$ cat config.mk
export PLATFORM = sky130hd
export DESIGN_NAME = commit_trace_top
export DESIGN_NICKNAME = d
export VERILOG_FILES = /design/src/design/commit_trace_pkg.sv /design/src/design/commit_intake.sv /design/src/design/commit_lane.sv /design/src/design/commit_order.sv /design/src/design/commit_trace_top.sv
export VERILOG_INCLUDE_DIRS = /design/src /design/src/design
export SDC_FILE = /design/constraint.sdc
export NUM_CORES = 1
export LEC_CHECK = 0
export ABC_AREA = 1
export BUFFER_PORTS_ARGS = -buffer_cell sky130_fd_sc_hd__buf_4
export CORE_AREA = 2 2 733 735
export DETAILED_ROUTE_END_ITERATION = 16
export DIE_AREA = 0 0 735 737
export SYNTH_ARGS = -nofsm -noshare
export SYNTH_HDL_FRONTEND = slang
export SYNTH_HIERARCHICAL = 1
export SYNTH_SLANG_ARGS = --single-unit
$ cat constraint.sdc
create_clock -name aclk -period 2.6 [get_ports aclk]
set_input_delay 0.26 -clock aclk [delete_from_list [all_inputs] [get_ports aclk]]
set_output_delay 0.26 -clock aclk [all_outputs]
set_load 0.01 [all_outputs]
$ cat src/design/commit_trace_macros.svh
`ifndef COMMIT_TRACE_MACROS_SVH
`define COMMIT_TRACE_MACROS_SVH

// commit lanes per cycle
`define COMMIT_LANES 2

// address and data word
`define XLEN 32

`define REG_NUM_W 5   // architectural register number
`define WDEST_W   8   // widened destination field

// cycle timer, instruction count
`define TIMER_W 64

`define ECODE_W 6

// load/store byte enable vector
`define LSU_EN_W 8

`define LANE_CNT_W 32

`endif

$ cat src/design/commit_trace_pkg.sv
`default_nettype none
`include "commit_trace_macros.svh"

package commit_trace_pkg;

    // one lane as the backend offers it
    typedef struct packed {
        logic                  valid;
        logic                  cnt_inst;      // counter read instruction
        logic [`XLEN-1:0]      pc;
        logic [`XLEN-1:0]      inst;
        logic                  rf_wen;
        logic [`REG_NUM_W-1:0] rf_wnum;
        logic [`XLEN-1:0]      rf_wdata;
        logic [`LSU_EN_W-1:0]  ld_en;
        logic [`XLEN-1:0]      ld_paddr;
        logic [`XLEN-1:0]      ld_vaddr;
        logic [`LSU_EN_W-1:0]  st_en;
        logic [`XLEN-1:0]      st_paddr;
        logic [`XLEN-1:0]      st_vaddr;
        logic [`XLEN-1:0]      st_data;
        logic                  csr_rstat_en;
        logic [`XLEN-1:0]      csr_data;
        logic                  excp_flush;
        logic                  ertn;
        logic [`ECODE_W-1:0]   ecode;
    } commit_in_t;

    // stamped record, wdest replaces rf_wnum
    typedef struct packed {
        logic                  valid;
        logic                  cnt_inst;
        logic [`XLEN-1:0]      pc;
        logic [`XLEN-1:0]      inst;
        logic                  rf_wen;
        logic [`WDEST_W-1:0]   wdest;
        logic [`XLEN-1:0]      rf_wdata;
        logic [`LSU_EN_W-1:0]  ld_en;
        logic [`XLEN-1:0]      ld_paddr;
        logic [`XLEN-1:0]      ld_vaddr;
        logic [`LSU_EN_W-1:0]  st_en;
        logic [`XLEN-1:0]      st_paddr;
        logic [`XLEN-1:0]      st_vaddr;
        logic [`XLEN-1:0]      st_data;
        logic                  csr_rstat_en;
        logic [`XLEN-1:0]      csr_data;
        logic                  excp_flush;
        logic                  ertn;
        logic [`ECODE_W-1:0]   ecode;
        logic [`TIMER_W-1:0]   timer;         // cycle timer at sampling
    } commit_rec_t;

    typedef struct packed {
        logic                valid;
        logic                eret;
        logic [`ECODE_W-1:0] cause;
        logic [`XLEN-1:0]    pc;
        logic [`XLEN-1:0]    inst;
    } excp_event_t;

    // data is zero for loads
    typedef struct packed {
        logic             en;
        logic [`XLEN-1:0] paddr;
        logic [`XLEN-1:0] vaddr;
        logic [`XLEN-1:0] data;
    } mem_event_t;

endpackage

`default_nettype wire

$ cat src/design/commit_intake.sv
`timescale 1ns/1ns
`default_nettype none
`include "commit_trace_macros.svh"

module commit_intake (
    input  logic                                              aclk,
    input  logic                                              rst,
    input  commit_trace_pkg::commit_in_t  [`COMMIT_LANES-1:0] commit_i,
    output commit_trace_pkg::commit_rec_t [`COMMIT_LANES-1:0] stamped_o,
    output logic [`TIMER_W-1:0]                               cycle_cnt_o
);

    logic [`TIMER_W-1:0] timer_q;

    // free running, counts every edge out of reset
    always_ff @(posedge aclk) begin
        if (rst) begin
            timer_q <= '0;
        end else begin
            timer_q <= timer_q + `TIMER_W'(1);
        end
    end

    assign cycle_cnt_o = timer_q;

    always_comb begin
        for (int i = 0; i < `COMMIT_LANES; i++) begin
            stamped_o[i].valid        = commit_i[i].valid;
            stamped_o[i].cnt_inst     = commit_i[i].cnt_inst;
            stamped_o[i].pc           = commit_i[i].pc;
            stamped_o[i].inst         = commit_i[i].inst;
            stamped_o[i].rf_wen       = commit_i[i].rf_wen;
            // zero extend register number into the destination field
            stamped_o[i].wdest        = {{(`WDEST_W-`REG_NUM_W){1'b0}}, commit_i[i].rf_wnum};
            stamped_o[i].rf_wdata     = commit_i[i].rf_wdata;
            stamped_o[i].ld_en        = commit_i[i].ld_en;
            stamped_o[i].ld_paddr     = commit_i[i].ld_paddr;
            stamped_o[i].ld_vaddr     = commit_i[i].ld_vaddr;
            stamped_o[i].st_en        = commit_i[i].st_en;
            stamped_o[i].st_paddr     = commit_i[i].st_paddr;
            stamped_o[i].st_vaddr     = commit_i[i].st_vaddr;
            stamped_o[i].st_data      = commit_i[i].st_data;
            stamped_o[i].csr_rstat_en = commit_i[i].csr_rstat_en;
            stamped_o[i].csr_data     = commit_i[i].csr_data;
            stamped_o[i].excp_flush   = commit_i[i].excp_flush;
            stamped_o[i].ertn         = commit_i[i].ertn;
            stamped_o[i].ecode        = commit_i[i].ecode;
            stamped_o[i].timer        = timer_q;   // value before the sampling edge
        end
    end

endmodule

`default_nettype wire

$ cat src/design/commit_lane.sv
`timescale 1ns/1ns
`default_nettype none
`include "commit_trace_macros.svh"

module commit_lane (
    input  logic                          aclk,
    input  logic                          rst,
    input  commit_trace_pkg::commit_rec_t rec_i,
    output commit_trace_pkg::commit_rec_t rec_o,
    output logic [`LANE_CNT_W-1:0]        lane_cnt_o
);

    commit_trace_pkg::commit_rec_t rec_q;
    logic [`LANE_CNT_W-1:0]        cnt_q;

    // whole record cleared so no stale valid or enable after reset
    always_ff @(posedge aclk) begin
        if (rst) begin
            rec_q <= '0;
        end else begin
            rec_q <= rec_i;
        end
    end

    // counts on the edge that registers the record
    always_ff @(posedge aclk) begin
        if (rst) begin
            cnt_q <= '0;
        end else if (rec_i.valid) begin
            cnt_q <= cnt_q + `LANE_CNT_W'(1);   // wraps
        end
    end

    assign rec_o      = rec_q;
    assign lane_cnt_o = cnt_q;

endmodule

`default_nettype wire

$ cat src/design/commit_order.sv
`timescale 1ns/1ns
`default_nettype none
`include "commit_trace_macros.svh"

module commit_order (
    input  logic                                              aclk,
    input  logic                                              rst,
    input  commit_trace_pkg::commit_rec_t [`COMMIT_LANES-1:0] lane_i,
    output logic                                              order_index_o,
    output commit_trace_pkg::excp_event_t                     excp_o,
    output commit_trace_pkg::mem_event_t                      load_o,
    output commit_trace_pkg::mem_event_t                      store_o,
    output logic [`TIMER_W-1:0]                               instr_cnt_o
);

    localparam int VCNT_W = $clog2(`COMMIT_LANES + 1);

    logic                pc0_lt_pc1;
    logic [VCNT_W-1:0]   n_valid;
    logic [`TIMER_W-1:0] instr_cnt_q;

    // lower pc is older in program order
    assign pc0_lt_pc1 = lane_i[0].pc < lane_i[1].pc;

    // lane 0 first unless lane 1 is valid and not behind it
    assign order_index_o = !pc0_lt_pc1 && lane_i[1].valid;

    always_comb begin
        excp_o.eret  = lane_i[0].ertn;
        excp_o.cause = lane_i[0].ecode;   // always lane 0
        if (pc0_lt_pc1) begin
            if (lane_i[0].excp_flush) begin
                excp_o.valid = lane_i[0].excp_flush;
                excp_o.pc    = lane_i[0].pc;
                excp_o.inst  = lane_i[0].inst;
            end else begin
                excp_o.valid = lane_i[1].excp_flush;
                excp_o.pc    = lane_i[1].pc;
                excp_o.inst  = lane_i[1].inst;
            end
        end else begin
            if (lane_i[1].excp_flush) begin
                excp_o.valid = lane_i[1].excp_flush;
                excp_o.pc    = lane_i[1].pc;
                excp_o.inst  = lane_i[1].inst;
            end else begin
                excp_o.valid = lane_i[0].excp_flush;
                excp_o.pc    = lane_i[0].pc;
                excp_o.inst  = lane_i[0].inst;
            end
        end
    end

    // memory events only from lane 0
    always_comb begin
        load_o.en     = |lane_i[0].ld_en;
        load_o.paddr  = lane_i[0].ld_paddr;
        load_o.vaddr  = lane_i[0].ld_vaddr;
        load_o.data   = '0;
        store_o.en    = |lane_i[0].st_en;
        store_o.paddr = lane_i[0].st_paddr;
        store_o.vaddr = lane_i[0].st_vaddr;
        store_o.data  = lane_i[0].st_data;
    end

    always_comb begin
        n_valid = '0;
        for (int i = 0; i < `COMMIT_LANES; i++) begin
            n_valid = n_valid + VCNT_W'(lane_i[i].valid);
        end
    end

    // one cycle behind the lane records
    always_ff @(posedge aclk) begin
        if (rst) begin
            instr_cnt_q <= '0;
        end else begin
            instr_cnt_q <= instr_cnt_q + `TIMER_W'(n_valid);
        end
    end

    assign instr_cnt_o = instr_cnt_q;

endmodule

`default_nettype wire

$ cat src/design/commit_trace_top.sv
`timescale 1ns/1ns
`default_nettype none
`include "commit_trace_macros.svh"

module commit_trace_top (
    input  logic                                              aclk,
    input  logic                                              rst,
    input  commit_trace_pkg::commit_in_t  [`COMMIT_LANES-1:0] commit_i,
    output logic [`TIMER_W-1:0]                               cycle_cnt_o,
    output logic                                              order_index_o,
    output commit_trace_pkg::excp_event_t                     excp_o,
    output commit_trace_pkg::mem_event_t                      load_o,
    output commit_trace_pkg::mem_event_t                      store_o,
    output logic [`TIMER_W-1:0]                               instr_cnt_o,
    // debug write-back view of each lane
    output commit_trace_pkg::commit_rec_t [`COMMIT_LANES-1:0] lane_rec_o,
    output logic [`COMMIT_LANES-1:0][`LANE_CNT_W-1:0]         lane_cnt_o
);

    commit_trace_pkg::commit_rec_t [`COMMIT_LANES-1:0] stamped;

    commit_intake u_intake (
        .aclk        (aclk),
        .rst         (rst),
        .commit_i    (commit_i),
        .stamped_o   (stamped),
        .cycle_cnt_o (cycle_cnt_o)
    );

    generate
        for (genvar i = 0; i < `COMMIT_LANES; i++) begin : g_lane
            commit_lane u_lane (
                .aclk       (aclk),
                .rst        (rst),
                .rec_i      (stamped[i]),
                .rec_o      (lane_rec_o[i]),
                .lane_cnt_o (lane_cnt_o[i])
            );
        end
    endgenerate

    // reads the registered lanes
    commit_order u_order (
        .aclk          (aclk),
        .rst           (rst),
        .lane_i        (lane_rec_o),
        .order_index_o (order_index_o),
        .excp_o        (excp_o),
        .load_o        (load_o),
        .store_o       (store_o),
        .instr_cnt_o   (instr_cnt_o)
    );

endmodule

`default_nettype wire

==> results of run 1 <==
==> final timing paths <==
path                            cells after the start  slack, ns                           to                         from
worst min register to register                      2       0.52      u_order/instr_cnt_o[31]      u_order/instr_cnt_o[31]
worst max-delay path                               11      -0.58                order_index_o  g_lane[1].u_lane/rec_o[375]
worst min-delay path                                4       0.16  g_lane[1].u_lane/rec_o[129]                commit_i[386]
worst max register to register                     14       0.20      u_order/instr_cnt_o[28]  g_lane[1].u_lane/rec_o[387]
==> through the flow <==
step / instance area [um2] / total power [W] / hold WS, ns
floorplan: 43500 / 0.0184 / 0.457
global placement: 59500 / 0.0221 / 0.459
detailed placement: 59500 / 0.0221 / 0.465
CTS: 71700 / 0.0444 / 0.0286
global route: 72800 / 0.0454 / 0.0920
finish: 72800 / 0.0437 / 0.159
==> synth_stat cells, types with 6 or more instances <==
library cell,n
o21bai_1,8
nor2_4,29
xor2_1,19
xnor2_1,7
nand2_1,746
nand2_4,6
ha_1,35
nand3_2,8
or2_0,8
nor2_1,1142
nand2_2,18
inv_2,12
nand4_1,51
buf_1,8
clkbuf_1,51
buf_4,980
nor2_2,25
dfxtp_1,968
o21ai_0,173
o21a_1,8
a21oi_1,122
buf_2,91
inv_1,1051
nand3_1,173
nor3_1,43
==> layout make-up <==
| cell class | instances | share of cell area [%] |
|---|---|---|
| diodes | 28 | 0.0963 |
| clock buffers | 180 | 5.36 |
| clock inverters | 64 | 1.17 |
| inverters | 1063 | 5.49 |
| multi-input cells | 2701 | 17.9 |
| flip-flops and latches | 968 | 26.7 |
| well taps | 7046 | 12.1 |
| repair buffers | 2679 | 31.2 |
==> registers in the layout, indices dropped and copies added (netlist names) <==
| register | cells |
|---|---|
| u_order/instr_cnt_o | 64 |
| u_intake/cycle_cnt_o | 64 |
| g_lane.u_lane/lane_cnt_o | 64 |
| g_lane.u_lane/rec_o | 776 |
==> power groups by stage <==
stage | clock, W | sequential [W] | combinational (W)
floorplan | 0 | 0.0162 | 0.00219
global placement | 0 | 0.0161 | 0.00604
detailed placement | 0 | 0.0161 | 0.00602
CTS | 0.0212 | 0.0158 | 0.00732
global route | 0.0215 | 0.0159 | 0.00804
finish | 0.0204 | 0.0158 | 0.00750
==> logic make-up (layout without fill, tap and decap cells) <==
group | Yosys count | after routing
xor+xnor | 26 | 26
other cells | 2 | 66
flops | 968 | 968
buf+inv | 2193 | 3986
fa+ha+maj | 36 | 36
compound gates | 319 | 319
simple gates | 2282 | 2282
==> timing repair <==
action | CTS | global route
gates resized for setup | 128 | 189
setup buffers | 14 | 13
hold buffers | 656 | 0
setup endpoints to repair | 65 | 80
pin swaps | 22 | 39
hold endpoints to repair | 672 | 0
cloned | 9 | 8
==> per-layer routing <==
metal / vias up / GRT usage (%)
met1: 20300 / 15.5
met3: 489 / 10.5
li1: 19700 / -
met4: 28 / 5.11
met2: 2352 / 20.2
met5: - / 0.489
==> critical path: cells and delay by family, from the launching register on <==
kind	cells	cell delay, ns
buffers and inverters	4	0.60
flip-flops	1	0.33
AND/OR/NAND/NOR	5	0.63
AO/OA/AOI/OAI	1	0.20
adder cells (fa/ha/maj)	1	0.26
==> results.yml, run 1 <==
run_status:
  outcome: "finished, violations left"
  violations: "setup timing"
synthesis:
  ys_ff_latch: 968
  synth_top_family_by_area: "buffers and inverters"
  yosysTopAreaCell: "dfxtp_1"
  ys_types: 46
  synth_edf_count: 0
  netlist.area_leader.share_pct: 44.7
  ys.warnings.count: 6
  synth-simple-area-share_pct: 22.1
  synth_area_leaders: "dfxtp_1, buf_4, nor2_1"
  synthArstFlopShare_pct: 0
  synth.avg_cell_area_um2: 7.44
  synth_fa_ha_area_share_pct: 1.06
  syn-cell-area_mm2: 0.0434
  synth_mux_area_share_pct: 0
  synth-seq-area-share_pct: 44.7
  synth_compound_area_share_pct: 3.82
  synthXorXnorAreaFrac_pct: 0.525
  synthCells: 5826
  yosys_most_used_dff: "dfxtp_1"
final_layout:
  layout-drive-gt1-share_pct: 33.5
  nNetsFinal: 8232
  layout_commonest_cell: "buf_4"
  n_fill_cell: 61100
  seq_area_mm2: 0.0194
  finish.utilization_pct: 13.6
  area_growth_pct: 67.9
  final_cell_mix: "buf_4, nor2_1, inv_1"
  multi_input_area_mm2: 0.0130
  fin_cells: 14700
clock_network:
  clk_latency_ns: 0.85
  cts_max_path_buffers: 4
  cts_buffers: 139
  cts.sinks: 968
  root_buffer: "clkbuf_16"
  cts.clk_slew.worst_paths_ns: 0.06
  cts_tree: "done"
  cts.htree.levels: 4
timing:
  fin_crit_sh_pct: 122
  worst_pin_slew_ns: 0.836
  period_needed_ns: 3.18
  rsz0062_at_grt: "yes"
  maxSlewViolCount: 0
  fmax_ghz: 0.315
  hold_viol_final: 0
  setup_viol: 65
  fin_ws_ns: -0.577
  maxSlewHeadroom_pct: 44.2
  tns_ns: -32.09
  fin_skew_ns: 0.0387
route:
  drcViolationCount: 0
  firstDrtPassIters: 5
  avgRoutedWirePerCell_um: 27.2
  wl_met2_mm: 161
  routed.top_layer: "met5"
  drt_iter0_drc: 3224
  ant_nets: 0
  m1WireLength_mm: 151
  wl_met3_mm: 68.9
  vias: 42800
  viasPerCell: 2.91
  wl_mm: 400
grt:
  grt_pass1_vias: 42400
  grt_usage_pct: 14.0
  overflow: 0
  grt_max_degree: 89
  grt_pass1_wl_mm: 481
  antenna_found_initial: 87
floorplanning:
  dieArea_mm2: 0.542
  fp-row-count: 269
  core_mm2: 0.534
  die_y_um: 737
  top_level_ports: 1879
  start_util_pct: 8.11
  fp.dieW_um: 735
pwr:
  p_clk_share_pct: 46.6
  p_leak_nw: 33.0
  power_density_mw_per_mm2: 600
  swShare_pct: 30.4
  p_int_w: 0.0304
  netSwitchingPower_w: 0.0133
  power_frac_comb_pct: 17.2
  p_seq_share_pct: 36.2
  max-vdd-ir-drop_uv: 502
setup_path:
  crit_fanout: 8
  worstSetupStartpointType: "flip-flop"
  endpoint_kind: "primary output"
  cp_cell_sequence: "inv_2, ha_4, nand2_2, nor2_4, nand4_1, nor2_4, nand2_4, buf_12, clkbuf_16, a21oi_4, buf_8"
  crit_slowest_cell: "dfxtp_2"
  worstPathRequired_ns: 2.34
  worstSetupPathType: "flip-flop to primary output"
  crit_arrival_ns: 2.92
  critical_path.most_common_cell: "nor2_4"
  max_stage_delay_ns: 0.33
placement:
  place_hpwl_mm: 348
  routabilityCongestion: 0.964
  post-place-ws_ns: 0.0802
  dp.cells: 13800
  io_buffers: 1846
min_path:
  hold_path_class: "primary input to flip-flop"
job:
  drv_cap: 0
No activity file was read; power rests on OpenSTA's default activity.
==> inputs of run 2 (changes only) <==
--- a/config.mk
+++ b/config.mk
@@ -6,11 +6,10 @@
 export SDC_FILE = /design/constraint.sdc
 export NUM_CORES = 1
 export LEC_CHECK = 0
-export ABC_AREA = 1
 export BUFFER_PORTS_ARGS = -buffer_cell sky130_fd_sc_hd__buf_4
-export CORE_AREA = 2 2 733 735
+export CORE_AREA = 2 2 740 742
 export DETAILED_ROUTE_END_ITERATION = 16
-export DIE_AREA = 0 0 735 737
+export DIE_AREA = 0 0 742 744
 export SYNTH_ARGS = -nofsm -noshare
 export SYNTH_HDL_FRONTEND = slang
 export SYNTH_HIERARCHICAL = 1
==> constraint.sdc (replaced) <==
create_clock -name aclk -period 3.9 [get_ports aclk]
set_input_delay 0.39 -clock aclk [delete_from_list [all_inputs] [get_ports aclk]]
set_output_delay 0.39 -clock aclk [all_outputs]
set_load 0.05 [all_outputs]
==> results.yml, run 2 <==
run_status:
  outcome: "finished, violations left"
  violations: "setup timing"
route:
  drt_iter0_drc: 2204
  wl_mm: 401
  viasPerCell: 2.58
  avgRoutedWirePerCell_um: 31.0
  ant_nets: 0
  vias: 33300
  drcViolationCount: 0
  firstDrtPassIters: 6
setup_path:
  crit_arrival_ns: 3.93
  worstSetupStartpointType: "flip-flop"
  crit_fanout: 8
  worstPathRequired_ns: 3.51
  max_stage_delay_ns: 0.33
  rrSetupSlack_ns: 0.99
  crit_slowest_cell: "dfxtp_2"
  worstSetupPathType: "flip-flop to primary output"
  critical_path.most_common_cell: "buf_12"
  r2r_end: "u_order/instr_cnt_o[63]"
  endpoint_kind: "primary output"
  rr_startpoint: "g_lane[0].u_lane/rec_o[387]"
  cp_cell_sequence: "inv_2, ha_4, a21oi_2, o21ai_2, a221oi_2, o211ai_1, clkbuf_16, a31oi_4, mux2i_4, buf_6, buf_16, buf_12, mux2_4, buf_12"
  reg2regPathDepth: 9
synthesis:
  synth_commonest_cells: "buf_4, dfxtp_1, nor2b_1"
  synthCells: 3845
  ys.warnings.count: 6
  synth.avg_cell_area_um2: 10.0
  yosysMostFrequentCell: "buf_4"
  synth-seq-area-share_pct: 50.3
  synthArstFlopShare_pct: 0
  ys_types: 54
  netlist.area_leader.share_pct: 50.3
  syn-cell-area_mm2: 0.0385
  ys_ff_latch: 968
  synth_area_leaders: "dfxtp_1, buf_4, nor2b_1"
  yosys_most_used_dff: "dfxtp_1"
  yosysTopAreaCell: "dfxtp_1"
  synth_edf_count: 0
timing:
  setup_viol: 64
  maxSlewHeadroom_pct: 26.4
  fin_ws_ns: -0.420
  rsz0062_at_grt: "yes"
  hold_viol_final: 0
  maxSlewViolCount: 0
  fmax_ghz: 0.231
  fin_skew_ns: 0.0704
  period_needed_ns: 4.32
  fin_crit_sh_pct: 111
  finalHoldWorstSlack_ns: 0.0645
  worst_pin_slew_ns: 1.10
pwr:
  max-vdd-ir-drop_uv: 274
  power_density_mw_per_mm2: 452
  p_leak_nw: 27.0
grt:
  grt_pass1_vias: 33000
  antenna_found_initial: 242
  grt_max_degree: 120
  overflow: 0
  grt_usage_pct: 13.8
  grt_pass1_wl_mm: 468
final_layout:
  largest_reg_flops: 776
  nNetsFinal: 6196
  area_growth_pct: 73.2
  final_cell_mix: "buf_4, dfxtp_1, nor2b_1"
  layout-drive-gt1-share_pct: 41.3
  finish.utilization_pct: 12.3
  multi_input_area_mm2: 0.0116
  n_fill_cell: 61800
  seq_area_mm2: 0.0194
  layout_commonest_cell: "buf_4"
min_path:
  holdPathStages: 2
  hold_path_class: "primary input to flip-flop"
  worstHoldStart: "rst"
  hold_end: "g_lane[0].u_lane/rec_o[234]"
placement:
  routabilityCongestion: 0.958
  io_buffers: 1846
  post-place-ws_ns: -0.316
  place_hpwl_mm: 356
clock_network:
  clk_latency_ns: 0.89
  cts_tree: "done"
  cts.htree.levels: 4
  root_buffer: "clkbuf_16"
  cts.clk_slew.worst_paths_ns: 0.07
  cts.sinks: 968
  cts_max_path_buffers: 4
  cts_buffers: 139
floorplanning:
  dieArea_mm2: 0.552
  top_level_ports: 1879
  fp.dieW_um: 742
  start_util_pct: 7.09
  fp-row-count: 271
  die_y_um: 744
  core_mm2: 0.544
job:
  drv_cap: 0
## run 2: changes by cell type after synthesis, sizes merged, moves of 66 or more
cell,before,now
buf,1079,995
inv,1063,68
mux2,0,66
nand2,770,82
nand3,183,56
nor2,1199,156
nor2b,1,782
o21ai,178,43
## run 2: power by group
part	switching, W	internal [W]
Clock	0.00558	0.00768
Sequential	0.000245	0.0103
Combinational	0.00431	0.00206
## run 2: cells by family after synthesis
family	Yosys count	share of synthesized area (%)
simple gates	1318	20.2
buf+inv	1177	21.2
flops	968	50.3
compound gates	160	2.38
xor+xnor	115	2.61
mux	69	2.14
fa+ha+maj	36	1.19
other cells	2	0.0195
## run 2: worst max-delay path, delay by kind of cell, from the launching register on
kind,cells,cell delay (ns)
mux,2,0.63
fa+ha+maj,1,0.22
compound gates,5,0.90
flops,1,0.33
buf+inv,6,0.89
## run 2: layout make-up
class	instances	share of cell area, %
Antenna cell	85	0.319
Clock buffer	184	5.78
Clock inverter	56	1.01
Inverter	68	0.382
Multi-Input combinational cell	1736	17.3
Sequential cell	968	29.1
Tap cell	7234	13.6
Timing Repair Buffer	2603	32.6
## run 2: repair_timing
action / in CTS / in global routing
hold buffers: 642 / 0
pin swaps: 14 / 6
endpoints found under the hold margin: 649 / 0
resized for setup: 185 / 19
endpoints found under the setup margin: 65 / 64
buffers inserted: 7 / 0
cloned: 2 / 0
## run 2: worst max-delay path by stage
| stage | start | endpoint | depth (start not counted) |
|---|---|---|---|
| detailed placement | g_lane[1].u_lane/rec_o[355] | excp_o[2] | 12 |
| CTS | g_lane[1].u_lane/rec_o[368] | excp_o[7] | 13 |
| floorplan | g_lane[1].u_lane/rec_o[368] | excp_o[14] | 10 |
| finish | g_lane[1].u_lane/rec_o[377] | excp_o[7] | 14 |
| global route | g_lane[1].u_lane/rec_o[377] | excp_o[7] | 14 |
| global placement | g_lane[1].u_lane/rec_o[355] | excp_o[2] | 12 |
## run 2: per-stage QoR
stage | power [W] | TNS (ns) | cell area (um2) | cells
floorplan | 0.0138 | 0 | 38700 | 3881
global placement | 0.0163 | -15.48 | 54700 | 12000
detailed placement | 0.0163 | -15.60 | 54700 | 12000
CTS | 0.0309 | -33.39 | 66500 | 12900
global route | 0.0314 | -38.24 | 66700 | 12900
finish | 0.0302 | -21.64 | 66800 | 12900
## run 2: per-layer routing
metal  wire length (um)  GRT usage, %  vias up
met3              76800          11.7      655
met2             158000          19.5     2116
met1             145000          14.8    15700
met4              20200          5.52       72
li1                   -             -    14700
met5                440             0        -
